[src/sprite_macros.svh]
`ifndef SPRITE_MACROS_SVH
`define SPRITE_MACROS_SVH

////////////////////
// sprite geometry
////////////////////

`define SPRITE_COUNT 10 // sprites held in the memory
`define SPRITE_ROWS 16 // pixel rows per sprite
`define SPRITE_COLS 16 // pixel columns per sprite

////////////////////
// memory layout
////////////////////

`define PIXELS_PER_WORD 3 // three rbg pixels per word
`define WORDS_PER_ROW 6 // last word of a row holds one pixel only
`define WORDS_PER_SPRITE 96 // 16 rows of 6 words
`define RAM_DEPTH 960 // ten sprites back to back

////////////////////
// widths
////////////////////

`define COLOR_BITS 3 // r, b, g
`define WORD_BITS 9 // PIXELS_PER_WORD * COLOR_BITS
`define ADDR_BITS 10 // covers RAM_DEPTH
`define SUB_BITS 5 // superpixel coordinate, 0..31
`define PIC_BITS 4 // sprite number, 10..15 shows black
`define SLOT_BITS 2 // pixel index inside a word

`endif

[src/spritePkg.sv]
`include "sprite_macros.svh"

package spritePkg;

	////////////////////
	// coordinate side
	////////////////////

	// one superpixel coordinate, strobed by coordValid
	typedef struct packed
	{
		logic [`PIC_BITS-1:0] picNum; // sprite number
		logic [`SUB_BITS-1:0] xSub; // sub-column, two per sprite column
		logic [`SUB_BITS-1:0] ySub; // sub-row, two per sprite row
	} spriteCoord_t;

	// rides alongside the memory read
	typedef struct packed
	{
		logic [`SLOT_BITS-1:0] slot; // 0 is the top field of the word
		logic valid; // coordinate was strobed
		logic inRange; // picNum below SPRITE_COUNT
	} fetchTag_t;

	////////////////////
	// pixel side
	////////////////////

	// same bit order as a field in memory
	typedef struct packed
	{
		logic r;
		logic b;
		logic g;
	} rgbPixel_t;

	// external load port of the sprite memory
	typedef struct packed
	{
		logic [`ADDR_BITS-1:0] addr; // word address
		logic [`WORD_BITS-1:0] data; // three packed pixels
	} spriteWrite_t;

endpackage

[src/pixelSelect.sv]
`timescale 1ns/1ps
`include "sprite_macros.svh"

module pixelSelect
(
	input logic clk,
	input logic arstN,
	input spritePkg::fetchTag_t tag,
	input logic [`WORD_BITS-1:0] readData,
	output spritePkg::rgbPixel_t pixel,
	output logic pixelValid
);

	localparam int CB = `COLOR_BITS;

	spritePkg::fetchTag_t tagQ; // tag of the word now on readData
	spritePkg::rgbPixel_t field; // slot picked out of the word
	spritePkg::rgbPixel_t pixelNext; // blanked version of field

	////////////////////
	// tag delay
	////////////////////

	// matches the one-edge memory read
	always_ff @(posedge clk or negedge arstN)
	begin
		if (!arstN)
		begin
			tagQ <= '0; // no valid in flight
		end
		else
		begin
			tagQ <= tag;
		end
	end

	////////////////////
	// slot mux
	////////////////////

	always_comb
	begin
		case (tagQ.slot)
			2'd0: field = readData[`WORD_BITS-1 -: CB]; // first pixel, top bits
			2'd1: field = readData[`WORD_BITS-1-CB -: CB]; // middle
			2'd2: field = readData[CB-1:0]; // last pixel, low bits
			default: field = '0; // slot 3 never decoded
		endcase

		// black for sprites 10..15 and for idle cycles
		if (tagQ.valid && tagQ.inRange)
		begin
			pixelNext = field;
		end
		else
		begin
			pixelNext = '0;
		end
	end

	////////////////////
	// output register
	////////////////////

	always_ff @(posedge clk or negedge arstN)
	begin
		if (!arstN)
		begin
			pixel <= '0;
			pixelValid <= 1'b0;
		end
		else
		begin
			pixel <= pixelNext;
			pixelValid <= tagQ.valid; // high even when out of range
		end
	end

endmodule

[config.mk]
export PLATFORM = sky130hd
export DESIGN_NAME = pixelSelect
export DESIGN_NICKNAME = d
export VERILOG_FILES = /design/src/spritePkg.sv /design/src/pixelSelect.sv
export VERILOG_INCLUDE_DIRS = /design/src
export SDC_FILE = /design/constraint.sdc
export NUM_CORES = 1
export LEC_CHECK = 0
export ABC_AREA = 1
export BUFFER_PORTS_ARGS = -buffer_cell sky130_fd_sc_hd__buf_4
export CAP_MARGIN = 20
export CORE_AREA = 2 2 39 41
export DETAILED_ROUTE_END_ITERATION = 8
export DIE_AREA = 0 0 41 43
export HOLD_SLACK_MARGIN = 0.02
export PLACE_DENSITY_LB_ADDON = 0.05
export SETUP_SLACK_MARGIN = 0.4
export SLEW_MARGIN = 20
export SYNTH_ARGS = -nofsm -noshare
export SYNTH_HDL_FRONTEND = slang
export SYNTH_SLANG_ARGS = --single-unit
[constraint.sdc]
create_clock -name clk -period 1.9 [get_ports clk]
set_clock_uncertainty 0.2 [all_clocks]
set_input_delay 0.19 -clock clk [delete_from_list [all_inputs] [get_ports clk]]
set_output_delay 0.19 -clock clk [all_outputs]
set_load 0.03 [all_outputs]
Word-level counts from Yosys, hierarchy flattened:

Cells that the tools add are included.

* input bits: 15
* register bits: 8

* equality and inequality tests: 2
* mux-type cells: 2
* reduce and logical (&&, ||, !) cells: 2

Operator list (number)
* $pmux 3 s3: 1
* $mux 3: 1
* $eq 2x1->1 const B: 1
* $eq 2x2->1 const B: 1
* $logic_not 2->1: 1
* $logic_and 1x1->1: 1

Longest topological paths before layout:

* depth in word-level cells: 3
* depth in mapped cells: 5
* mapped depth without buffers: 5

Least setup slack after synthesis:

No wires, ideal clock.

* kind: register -> register
* start point: register tagQ[3] (netlist bit)
* end point: register pixel[0] (netlist bit)
* stages on the path, launching flop included: 6
* required time: 1638 ps
* arrival time: 725 ps
* library setup time: 62 ps
* setup slack: 913 ps
* cell sequence: dfrtp_1 > nor2_2 > nand2_1 > nand3_1 > nand2_1 > inv_1

RTL lines
* start, declared: line pixelSelect.sv:16 `spritePkg::fetchTag_t tagQ;`
* start signal, assigned: line pixelSelect.sv:33 `tagQ <= tag;`
* end signal, assigned: line pixelSelect.sv:74 `pixel <= pixelNext;`
* end, declared: line pixelSelect.sv:10 `output spritePkg::rgbPixel_t pixel,`

Worst setup path after layout:

* start point: register pixel[1] (netlist bit)
* end point: output port pixel[1] (netlist bit)

No word-level cell between the ends.

==> run metrics <==
status finished, final reports clean; vias in the first global route 307; switching pwr ~80 uW; Antenna Nets Post-Route 0; Pwr Density between 600 and 700 mW/mm^2; Post-Syn Area 300 um^2; Longest Clk Path Bufs 2; IO Count 19; ys async rst share 1.00; Worst Path Required between 1500 and 2000 ps; CTS Buf Count 3; Fin Setup TNS 0 ps; Die Height 43 um; final-report setup violation count 0; Comb power frac 0.164; core region area 0.00138 mm^2; P&R area growth vs syn 75.8%; WHS Endpoint pixel[2]$_DFF_PN0_; top post-synthesis cells by count 9 x nand3_1, 8 x dfrtp_1, 7 x nand2_1, 6 x inv_1, 1 x nor2_2; critical path cell sequence buf_4; dpl cells 65; CP endpoint kind primary output; Cell variety after synth 5; hold slack 31.6 ps; top-count cell post-synth nand3_1; Rows 14; Reg2Reg Launch Point tagQ[2]$_DFF_PN0_; grt ovf 0; Initial Util 0.217; Worst VDD drop 285 uV; slowest stage delay, CP 360 ps; Clock Pin Slew Worst Setup and Hold Paths approximately 50 ps; Slew HR 0.887; DRT Wirelength 672 um; Syn Nets 46; Max Clock Freq 867 MHz; layout cell share with drive strength beyond 1 0.386; biggest area consumer among synthesized cells dfrtp_1; Final Slew Violations 0; Synth Register Bits 8; top_reg_cell synth dfrtp_1; PortBufs 18; min cycle time layout 1150 ps; first-pass GRT wire length ~1100 um; Clock Latency Late Sink 250 ps; Gates resized, CTS repair 0; Clock Sinks 8; CTS tree yes; drc violations 0; Arrival @ worst endpoint 760 ps; pin count of the biggest net entering global routing 9; switching share of total power 0.216; reg2reg end pixel[1]$_DFF_PN0_; Buf+Inv Stages, Crit Path 1; Hold Startpoint readData[8]; Pleak 0.000300 uW; slowest stage cell, crit path dfrtp_1; sequential area share after synthesis 0.667; H-tree lvl count 1; worst min path class primary input to flip-flop; DR iter-0 viols 4; Synth Instances 31; CP Launch Type flip-flop; worst r2r path cells 5; Final #Nets 74; die area 0.00176 mm^2; GRT Total Usage 0.104; CP Max Fanout 1; Syn. warnings 0; Internal Pwr Total 285 uW; Wirelength per Cell roughly 9.2 um; Horiz. Die Dim about 41 um; Synth area leaders dfrtp_1 67%, nand3_1 15%, nand2_1 8.8%; initial antenna violation count 0; Avg Cell Area, Syn 9.69 um^2; Setup WS pre-CTS 829 ps; Post-Layout Cell Count 73; final hold violations 0; Seq pwr share 0.505; n_diodes 0; Post-synth EDFFs 0; Max-Cap Viols 0; Worst Hold Depth 5; Synth top area share 0.667; CP top delay family flip-flops; Setup WS post-layout 747 ps; vias per cell 3.92; flop2flop setup slack about 830 ps; Vias roughly 290; Worst Max-Slew Pin Slew 169 ps; Worst Setup Path Type flip-flop to primary output; CTS Root Buffer Type clkbuf_4; TritonRoute pass-1 iters 3; fin crit share 0.607; clock network power share 0.331; Placer Congestion 0.627; unrepaired setup endpoints after global routing false
power by group through the flow:
stage / clock, uW / combinational, uW / sequential, uW
final: 120 / 59.5 / 183
after global routing: 144 / 65.3 / 184
after CTS: 131 / 60.5 / 183
after detailed placement: 0 / 52.3 / 186
after global placement: 0 / 51.7 / 186
after floorplan: 0 / 11.7 / 193
kinds of logic after synthesis:
logic type / share of synthesized area
and+or+nand+nor: 0.258
DFF: 0.667
buffers and inverters: 0.0750
sequential cells by signal, indices dropped and copies added (netlist names):
register / flops
tagQ: 4
pixelValid: 1
pixel: 3
area by class of cell:
| cell class | instances | area (um^2) |
|---|---|---|
| sequential | 8 | 200 |
| clock buffer | 3 | 22.5 |
| multi-input combinational | 17 | 77.6 |
| timing repair buffer | 23 | 185 |
| tap | 16 | 20.0 |
| inverter | 6 | 22.5 |
| fill | 139 | 856 |
cell usage in the layout (no fill, tap or decap), drive strengths merged:
cell type,instances
buf,18
inv,6
nor2,1
nand2,7
dfrtp,8
clkbuf,3
nand3,9
dlygate4sd3,5
worst max path at each step:
stage                  startpoint            endpoint  slack, ps  cells past startpoint
2_1_floorplan   tagQ[3]$_DFF_PN0_  pixel[0]$_DFF_PN0_        910                      5
3_3_place_gp    tagQ[3]$_DFF_PN0_  pixel[0]$_DFF_PN0_        840                      5
3_5_place_dp    tagQ[2]$_DFF_PN0_  pixel[1]$_DFF_PN0_        830                      5
4_1_cts        pixel[1]$_DFF_PN0_            pixel[1]        730                      1
5_1_grt        pixel[2]$_DFF_PN0_            pixel[2]        700                      1
6_report       pixel[1]$_DFF_PN0_            pixel[1]        750                      1
metal layers:
metal  GRT usage  wire, um
met1      0.0970       249
met2       0.163       383
met3      0.0628        39
met4      0.0600         0
met5           0         0
stage by stage:
step            util  total power, uW  area [um^2]
6_report       0.382              363          528
5_1_grt        0.382              393          528
4_1_cts        0.382              375          528
3_5_place_dp   0.329              238          455
3_3_place_gp   0.329              237          455
2_1_floorplan      -              205          300
repair_timing:
item / CTS / global route
endpoints found under the hold margin: 12 / 0
hold buffers: 5 / 0
buffers inserted: 0 / 0
(Power assumes the default switching activity.)
