[src/sprite_macros.svh]
`ifndef SPRITE_MACROS_SVH
`define SPRITE_MACROS_SVH

////////////////////
// sprite geometry
////////////////////

`define SPRITE_COUNT 10 // sprites held in the memory
`define SPRITE_ROWS 16 // pixel rows per sprite
`define SPRITE_COLS 16 // pixel columns per sprite

////////////////////
// memory layout
////////////////////

`define PIXELS_PER_WORD 3 // three rbg pixels per word
`define WORDS_PER_ROW 6 // last word of a row holds one pixel only
`define WORDS_PER_SPRITE 96 // 16 rows of 6 words
`define RAM_DEPTH 960 // ten sprites back to back

////////////////////
// widths
////////////////////

`define COLOR_BITS 3 // r, b, g
`define WORD_BITS 9 // PIXELS_PER_WORD * COLOR_BITS
`define ADDR_BITS 10 // covers RAM_DEPTH
`define SUB_BITS 5 // superpixel coordinate, 0..31
`define PIC_BITS 4 // sprite number, 10..15 shows black
`define SLOT_BITS 2 // pixel index inside a word

`endif

[src/spritePkg.sv]
`include "sprite_macros.svh"

package spritePkg;

	////////////////////
	// coordinate side
	////////////////////

	// one superpixel coordinate, strobed by coordValid
	typedef struct packed
	{
		logic [`PIC_BITS-1:0] picNum; // sprite number
		logic [`SUB_BITS-1:0] xSub; // sub-column, two per sprite column
		logic [`SUB_BITS-1:0] ySub; // sub-row, two per sprite row
	} spriteCoord_t;

	// rides alongside the memory read
	typedef struct packed
	{
		logic [`SLOT_BITS-1:0] slot; // 0 is the top field of the word
		logic valid; // coordinate was strobed
		logic inRange; // picNum below SPRITE_COUNT
	} fetchTag_t;

	////////////////////
	// pixel side
	////////////////////

	// same bit order as a field in memory
	typedef struct packed
	{
		logic r;
		logic b;
		logic g;
	} rgbPixel_t;

	// external load port of the sprite memory
	typedef struct packed
	{
		logic [`ADDR_BITS-1:0] addr; // word address
		logic [`WORD_BITS-1:0] data; // three packed pixels
	} spriteWrite_t;

endpackage

[src/spriteAddrGen.sv]
`timescale 1ns/1ps
`include "sprite_macros.svh"

module spriteAddrGen
(
	input spritePkg::spriteCoord_t coord,
	input logic coordValid,
	output logic [`ADDR_BITS-1:0] readAddr,
	output spritePkg::fetchTag_t tag
);

	localparam int AW = `ADDR_BITS;
	localparam int ROW_BITS = $clog2(`SPRITE_ROWS); // 4 for 16 rows
	localparam int COL_BITS = $clog2(`SPRITE_COLS); // 4 for 16 columns

	logic [ROW_BITS-1:0] pixRow; // sprite row
	logic [COL_BITS-1:0] pixCol; // sprite column
	logic [COL_BITS-1:0] wordIdx; // word within the row, 0..5
	logic [COL_BITS-1:0] slotFull; // col mod 3 before narrowing
	logic [AW-1:0] spriteBase; // first word of the sprite
	logic [AW-1:0] rowBase; // row offset inside the sprite
	logic inRange;

	////////////////////
	// coordinate decode
	////////////////////

	always_comb
	begin
		pixRow = coord.ySub[`SUB_BITS-1:1]; // drop lsb, each pixel is 2 lines tall
		pixCol = coord.xSub[`SUB_BITS-1:1]; // and 2 columns wide
		wordIdx = pixCol / COL_BITS'(`PIXELS_PER_WORD);
		slotFull = pixCol % COL_BITS'(`PIXELS_PER_WORD);
	end

	////////////////////
	// address build
	////////////////////

	always_comb
	begin
		inRange = coord.picNum < `PIC_BITS'(`SPRITE_COUNT);
		spriteBase = AW'(coord.picNum) * AW'(`WORDS_PER_SPRITE); // wraps above 9, masked below
		rowBase = AW'(pixRow) * AW'(`WORDS_PER_ROW);

		// highest legal sum is 9*96 + 15*6 + 5 = 959
		if (inRange)
		begin
			readAddr = spriteBase + rowBase + AW'(wordIdx);
		end
		else
		begin
			readAddr = '0; // park on word 0, pixel is blanked later anyway
		end
	end

	////////////////////
	// tag for the pixel stage
	////////////////////

	always_comb
	begin
		tag.slot = slotFull[`SLOT_BITS-1:0]; // 0..2 only
		tag.valid = coordValid;
		tag.inRange = inRange;
	end

endmodule

[config.mk]
export PLATFORM = sky130hd
export DESIGN_NAME = spriteAddrGen
export DESIGN_NICKNAME = d
export VERILOG_FILES = /design/src/spritePkg.sv /design/src/spriteAddrGen.sv
export VERILOG_INCLUDE_DIRS = /design/src
export SDC_FILE = /design/constraint.sdc
export NUM_CORES = 1
export LEC_CHECK = 0
export BUFFER_PORTS_ARGS = -buffer_cell sky130_fd_sc_hd__clkbuf_2
export CORE_UTILIZATION = 30
export DETAILED_ROUTE_END_ITERATION = 7
export SYNTH_ARGS = -nofsm -noshare
export SYNTH_HDL_FRONTEND = slang
export SYNTH_SLANG_ARGS = --single-unit
[constraint.sdc]
create_clock -name vclk -period 4.9
set_input_delay 0.245 -clock vclk [all_inputs]
set_output_delay 0.245 -clock vclk [all_outputs]
set_load 0.02 [all_outputs]
-- Yosys cells after proc, flatten, opt, wreduce, memory -nomap -nowiden
Index checks and enable logic that the tools add are counted.
- logic and storage cells: 8
- flip-flop bits (word level): 0
- $add $sub $neg: 2
- $lt $le $gt $ge: 1
- divide/modulo/power cells: 2
- multipliers: 2
- multiplexer cells: 1
- operator list (operator ; number):
    adder 10 x 4 -> 10 bit ; 1
    adder 10 x 7 -> 10 bit ; 1
    2-to-1 mux 10 bit ; 1
    multiplier 4 x 2 -> 6 bit, second input constant ; 1
    multiplier 4 x 2 -> 5 bit, second input constant ; 1
    divider 4 x 2 -> 4 bit, second input constant ; 1
    < comparator 4 bit, second input constant ; 1
    modulo 4 x 2 -> 4 bit, second input constant ; 1

-- Logic depth before layout (Yosys ltp)
- depth after elaboration: 4
- depth in mapped cells: 11

-- Worst setup path before layout
No wires, ideal clock.
- kind: input -> output
- start point: input coord[8] in the netlist's numbering
- end point: output readAddr[9]
- stages on the path: 11
- required time: 4.655 ns
- slack: 2.266 ns
- data arrival time: 2.389 ns
- cell sequence: nor2b_1 > ha_1 > inv_1 > ha_1 > o21ai_0 > ha_1 > fa_1 > and4_1 > a221oi_2 > o211ai_1 > a21oi_2
- longest elaborated chain between the ends: 3
- RTL lines (item ; line ; source):
    start: declaration ; spriteAddrGen.sv:6 ; input spritePkg::spriteCoord_t coord,
    divider 4 x 2 -> 4 bit ; spriteAddrGen.sv:32 ; wordIdx = pixCol / COL_BITS'(`PIXELS_PER_WORD);
    adder 10 x 4 -> 10 bit ; spriteAddrGen.sv:49 ; readAddr = spriteBase + rowBase + AW'(wordIdx);
    2-to-1 mux 10 bit ; spriteAddrGen.sv:47 ; if (inRange)
    end: declaration ; spriteAddrGen.sv:8 ; output logic [`ADDR_BITS-1:0] readAddr,
Every way passes these cells.

-- Worst setup path after layout
Same ends and word-level chain as after synthesis.

==> summary.md <==
| Metric | Value |
|---|---|
| Run status | complete, no violations |
| Routed vias/inst | between 4 and 5 |
| Number of hold-slack violations in the final timing report | 0 |
| Post-synth top area cell | sky130_fd_sc_hd__ha_1 |
| Number of vias after detailed routing | 644 |
| Floorplan die height | 49.4 um |
| Power Dens Cells | 170 nW/um^2 |
| Internal | between 0.05 and 0.06 mW |
| Initial DRC count | 3 |
| Fin. max-slew vios | 0 |
| Number of endpoints failing setup at the final stage | 0 |
| Slew of the pin with the lowest slew margin | roughly 0.49 ns |
| RSZ-0062 raised after global routing | no |
| Startpoint type of the worst setup path | primary input |
| Required time of the critical path | roughly 4.7 ns |
| Number of warning messages in the yosys log | 0 |
| Uppermost signal routing layer after detailed routing | met3 |
| Min Clock Period, post-route | ~3.0 ns |
| Number of buffers inserted by port buffering | 25 |
| Initial antenna violation count | 0 |
| Worst hold path type | primary input to primary output |
| Routed Antenna Nets | 0 |
| Mapped Cells | 83 |
| Sequential cell fraction of total power | 0% |
| Number of detailed-routing iterations run before antenna repair | 4 |
| Sw frac | between 50% and 60% |
| Post-synth top area share | between 20% and 30% |
| Fraction of power consumed by the clock network | 0% |
| Dominant cell by count in the synthesized netlist | sky130_fd_sc_hd__ha_1 |
| Most instantiated cells after synthesis | 15 x sky130_fd_sc_hd__ha_1, 7 x sky130_fd_sc_hd__inv_1, 7 x sky130_fd_sc_hd__nor2_1 |
| Starting density of the core | between 30 and 40% |
| Count of standard-cell rows | 16 |
| Area of the die | about 2400 sq um |
| Post-synthesis cell area | 674 sq um |
| Pin count of the biggest net entering global routing | 8 |
| Global-route wire length before repair | 2460 um |
| Post-synth net total | around 120 |
| Slew headroom | between 60% and 70% |
| CLK BUF | 0 |
| Top post-synthesis cells by area | sky130_fd_sc_hd__ha_1 28%, sky130_fd_sc_hd__fa_1 8.9%, sky130_fd_sc_hd__xnor2_1 6.5% |
| Beginning of the worst hold path | coordValid |
| Leakage | 0.422 nW |
| Crit path max fanout | 5 |
| Average cell area after synthesis | 8.13 sq um |
| Area Overhead vs Synth | 21.3% |
| MaxCap Viol Count | 0 |
| Post-route setup TNS | 0 ns |
| Cell variety after synth | 32 |
| Std-Cell Core Area | around 2000 sq um |
| Number of fill cells in the layout | 225 |
| Overflow after GRT | 0 |
| Layout cells sized above 1 | 29.2% |
| Worst Setup Path Type | primary input to primary output |
| Hold worst-path end | tag[1] |
| Sequential element share of the synthesized area | 0% |
| Number of global-route vias before repair | 605 |
| # Post-CTS Setup Buffers | 0 |
| Routed wire length | 1400 um |
| Metal-1 WL | around 700 um |
| Routed wl met3 | about 60 um |
| Amount of wire on met2 after detailed routing | 638 um |
| Number of cells on the worst hold path | 0 |
| Final net count | 141 |
| Number of sequential cells | 0 |
| PostCTS Resize Cnt | 0 |
| Psw | around 0.083 mW |
| Hold buffer count at CTS | 0 |
| Ant. Diodes | 0 |
| Crit path arrival time | 2.75 ns |
| Final routed wire length divided by cell count | between 10 and 15 um |
| Upper clock frequency limit | between 300 and 400 MHz |
| Endpoint type of the worst setup path | primary output |
| I/O pin total | 29 |
| DRC errors left | 0 |
| Sequential Area | 0 sq um |
| Width of the chip | slightly below 50 um |
| Finished Core Util | approximately 40% |
| Weighted congestion reported at the end of routability-driven placement | between 0.8 and 0.9 |
| Maximum vdd drop | 86.2 uV |
| Combinational Power Share | 100.0% |
| Period Utilization, post-route | approximately three fifths |
| Post-DP HPWL | between 1000 and 1500 um |
| Aggregate global-route resource usage | between 10% and 20% |
[per-stage QoR]
step	hold slack [ns]	setup WS, ns	total power [mW]	cell area, sq um	std cells
CTS	0.490	1.89	0.140	818	133
floorplan	0.603	2.27	0.101	674	83
detailed placement	0.490	1.91	0.139	818	133
global route	0.490	1.66	0.153	818	133
finish	0.490	1.90	0.139	818	133
global placement	0.490	1.96	0.136	818	133
[power by group through the flow]
stage                     Sequential [mW]  Clock, mW  Combinational (mW)
after floorplan                         0          0               0.101
after CTS                               0          0               0.140
after global routing                    0          0               0.153
after detailed placement                0          0               0.139
final                                   0          0               0.139
after global placement                  0          0               0.136
[metal layers]
| metal | GRT usage [%] | vias to the layer above |
|---|---|---|
| li1 | - | 343 |
| met1 | 16.5 | 287 |
| met2 | 21.7 | 14 |
| met3 | 0 | 0 |
| met4 | 0.476 | 0 |
| met5 | 0 | - |
[final cells by class]
type | count | area (sq um) | share of cell area (%)
inverter | 7 | 26.3 | 3.21
multi-input combinational | 74 | 633 | 77.4
tap | 27 | 33.8 | 4.13
timing repair buffer | 25 | 125 | 15.3
[worst max path at each step]
stage | startpoint | to | cells past startpoint
after floorplan | coord[8] | readAddr[9] | 11
after global placement | coord[8] | readAddr[9] | 13
after detailed placement | coord[8] | readAddr[9] | 13
after CTS | coord[8] | readAddr[9] | 13
after global routing | coord[8] | readAddr[9] | 13
final | coord[8] | readAddr[9] | 13
[critical path, cell delays in order]
cell	delay, ns
sky130_fd_sc_hd__clkbuf_2	0.09
sky130_fd_sc_hd__nor2b_1	0.14
sky130_fd_sc_hd__ha_1	0.17
sky130_fd_sc_hd__inv_1	0.05
sky130_fd_sc_hd__ha_1	0.21
sky130_fd_sc_hd__o21ai_0	0.16
sky130_fd_sc_hd__ha_1	0.24
sky130_fd_sc_hd__fa_1	0.42
sky130_fd_sc_hd__and4_1	0.18
sky130_fd_sc_hd__a221oi_2	0.35
sky130_fd_sc_hd__o211ai_1	0.17
sky130_fd_sc_hd__a21oi_2	0.14
sky130_fd_sc_hd__clkbuf_2	0.17
[cell families after synthesis]
kind of cell    share of synthesized area, %
xor+xnor                                11.7
buf+inv                                 6.12
fa+ha+maj                               36.7
compound gates                          20.4
simple gates                            25.1
[placed cells by master, fill, tap and decap left out, types with 2 or more instances in the layout]
master                     instances
sky130_fd_sc_hd__clkbuf_2         25
sky130_fd_sc_hd__ha_1             15
sky130_fd_sc_hd__inv_1             7
sky130_fd_sc_hd__nor2_1            7
sky130_fd_sc_hd__xnor2_1           5
sky130_fd_sc_hd__and2_1            5
sky130_fd_sc_hd__o21ai_0           4
sky130_fd_sc_hd__xor2_1            4
sky130_fd_sc_hd__a21o_1            3
sky130_fd_sc_hd__a21oi_1           3
sky130_fd_sc_hd__nand2_1           3
sky130_fd_sc_hd__fa_1              3
sky130_fd_sc_hd__nand3_1           2
sky130_fd_sc_hd__a41oi_1           2
Power figures use the tool's default switching activity.
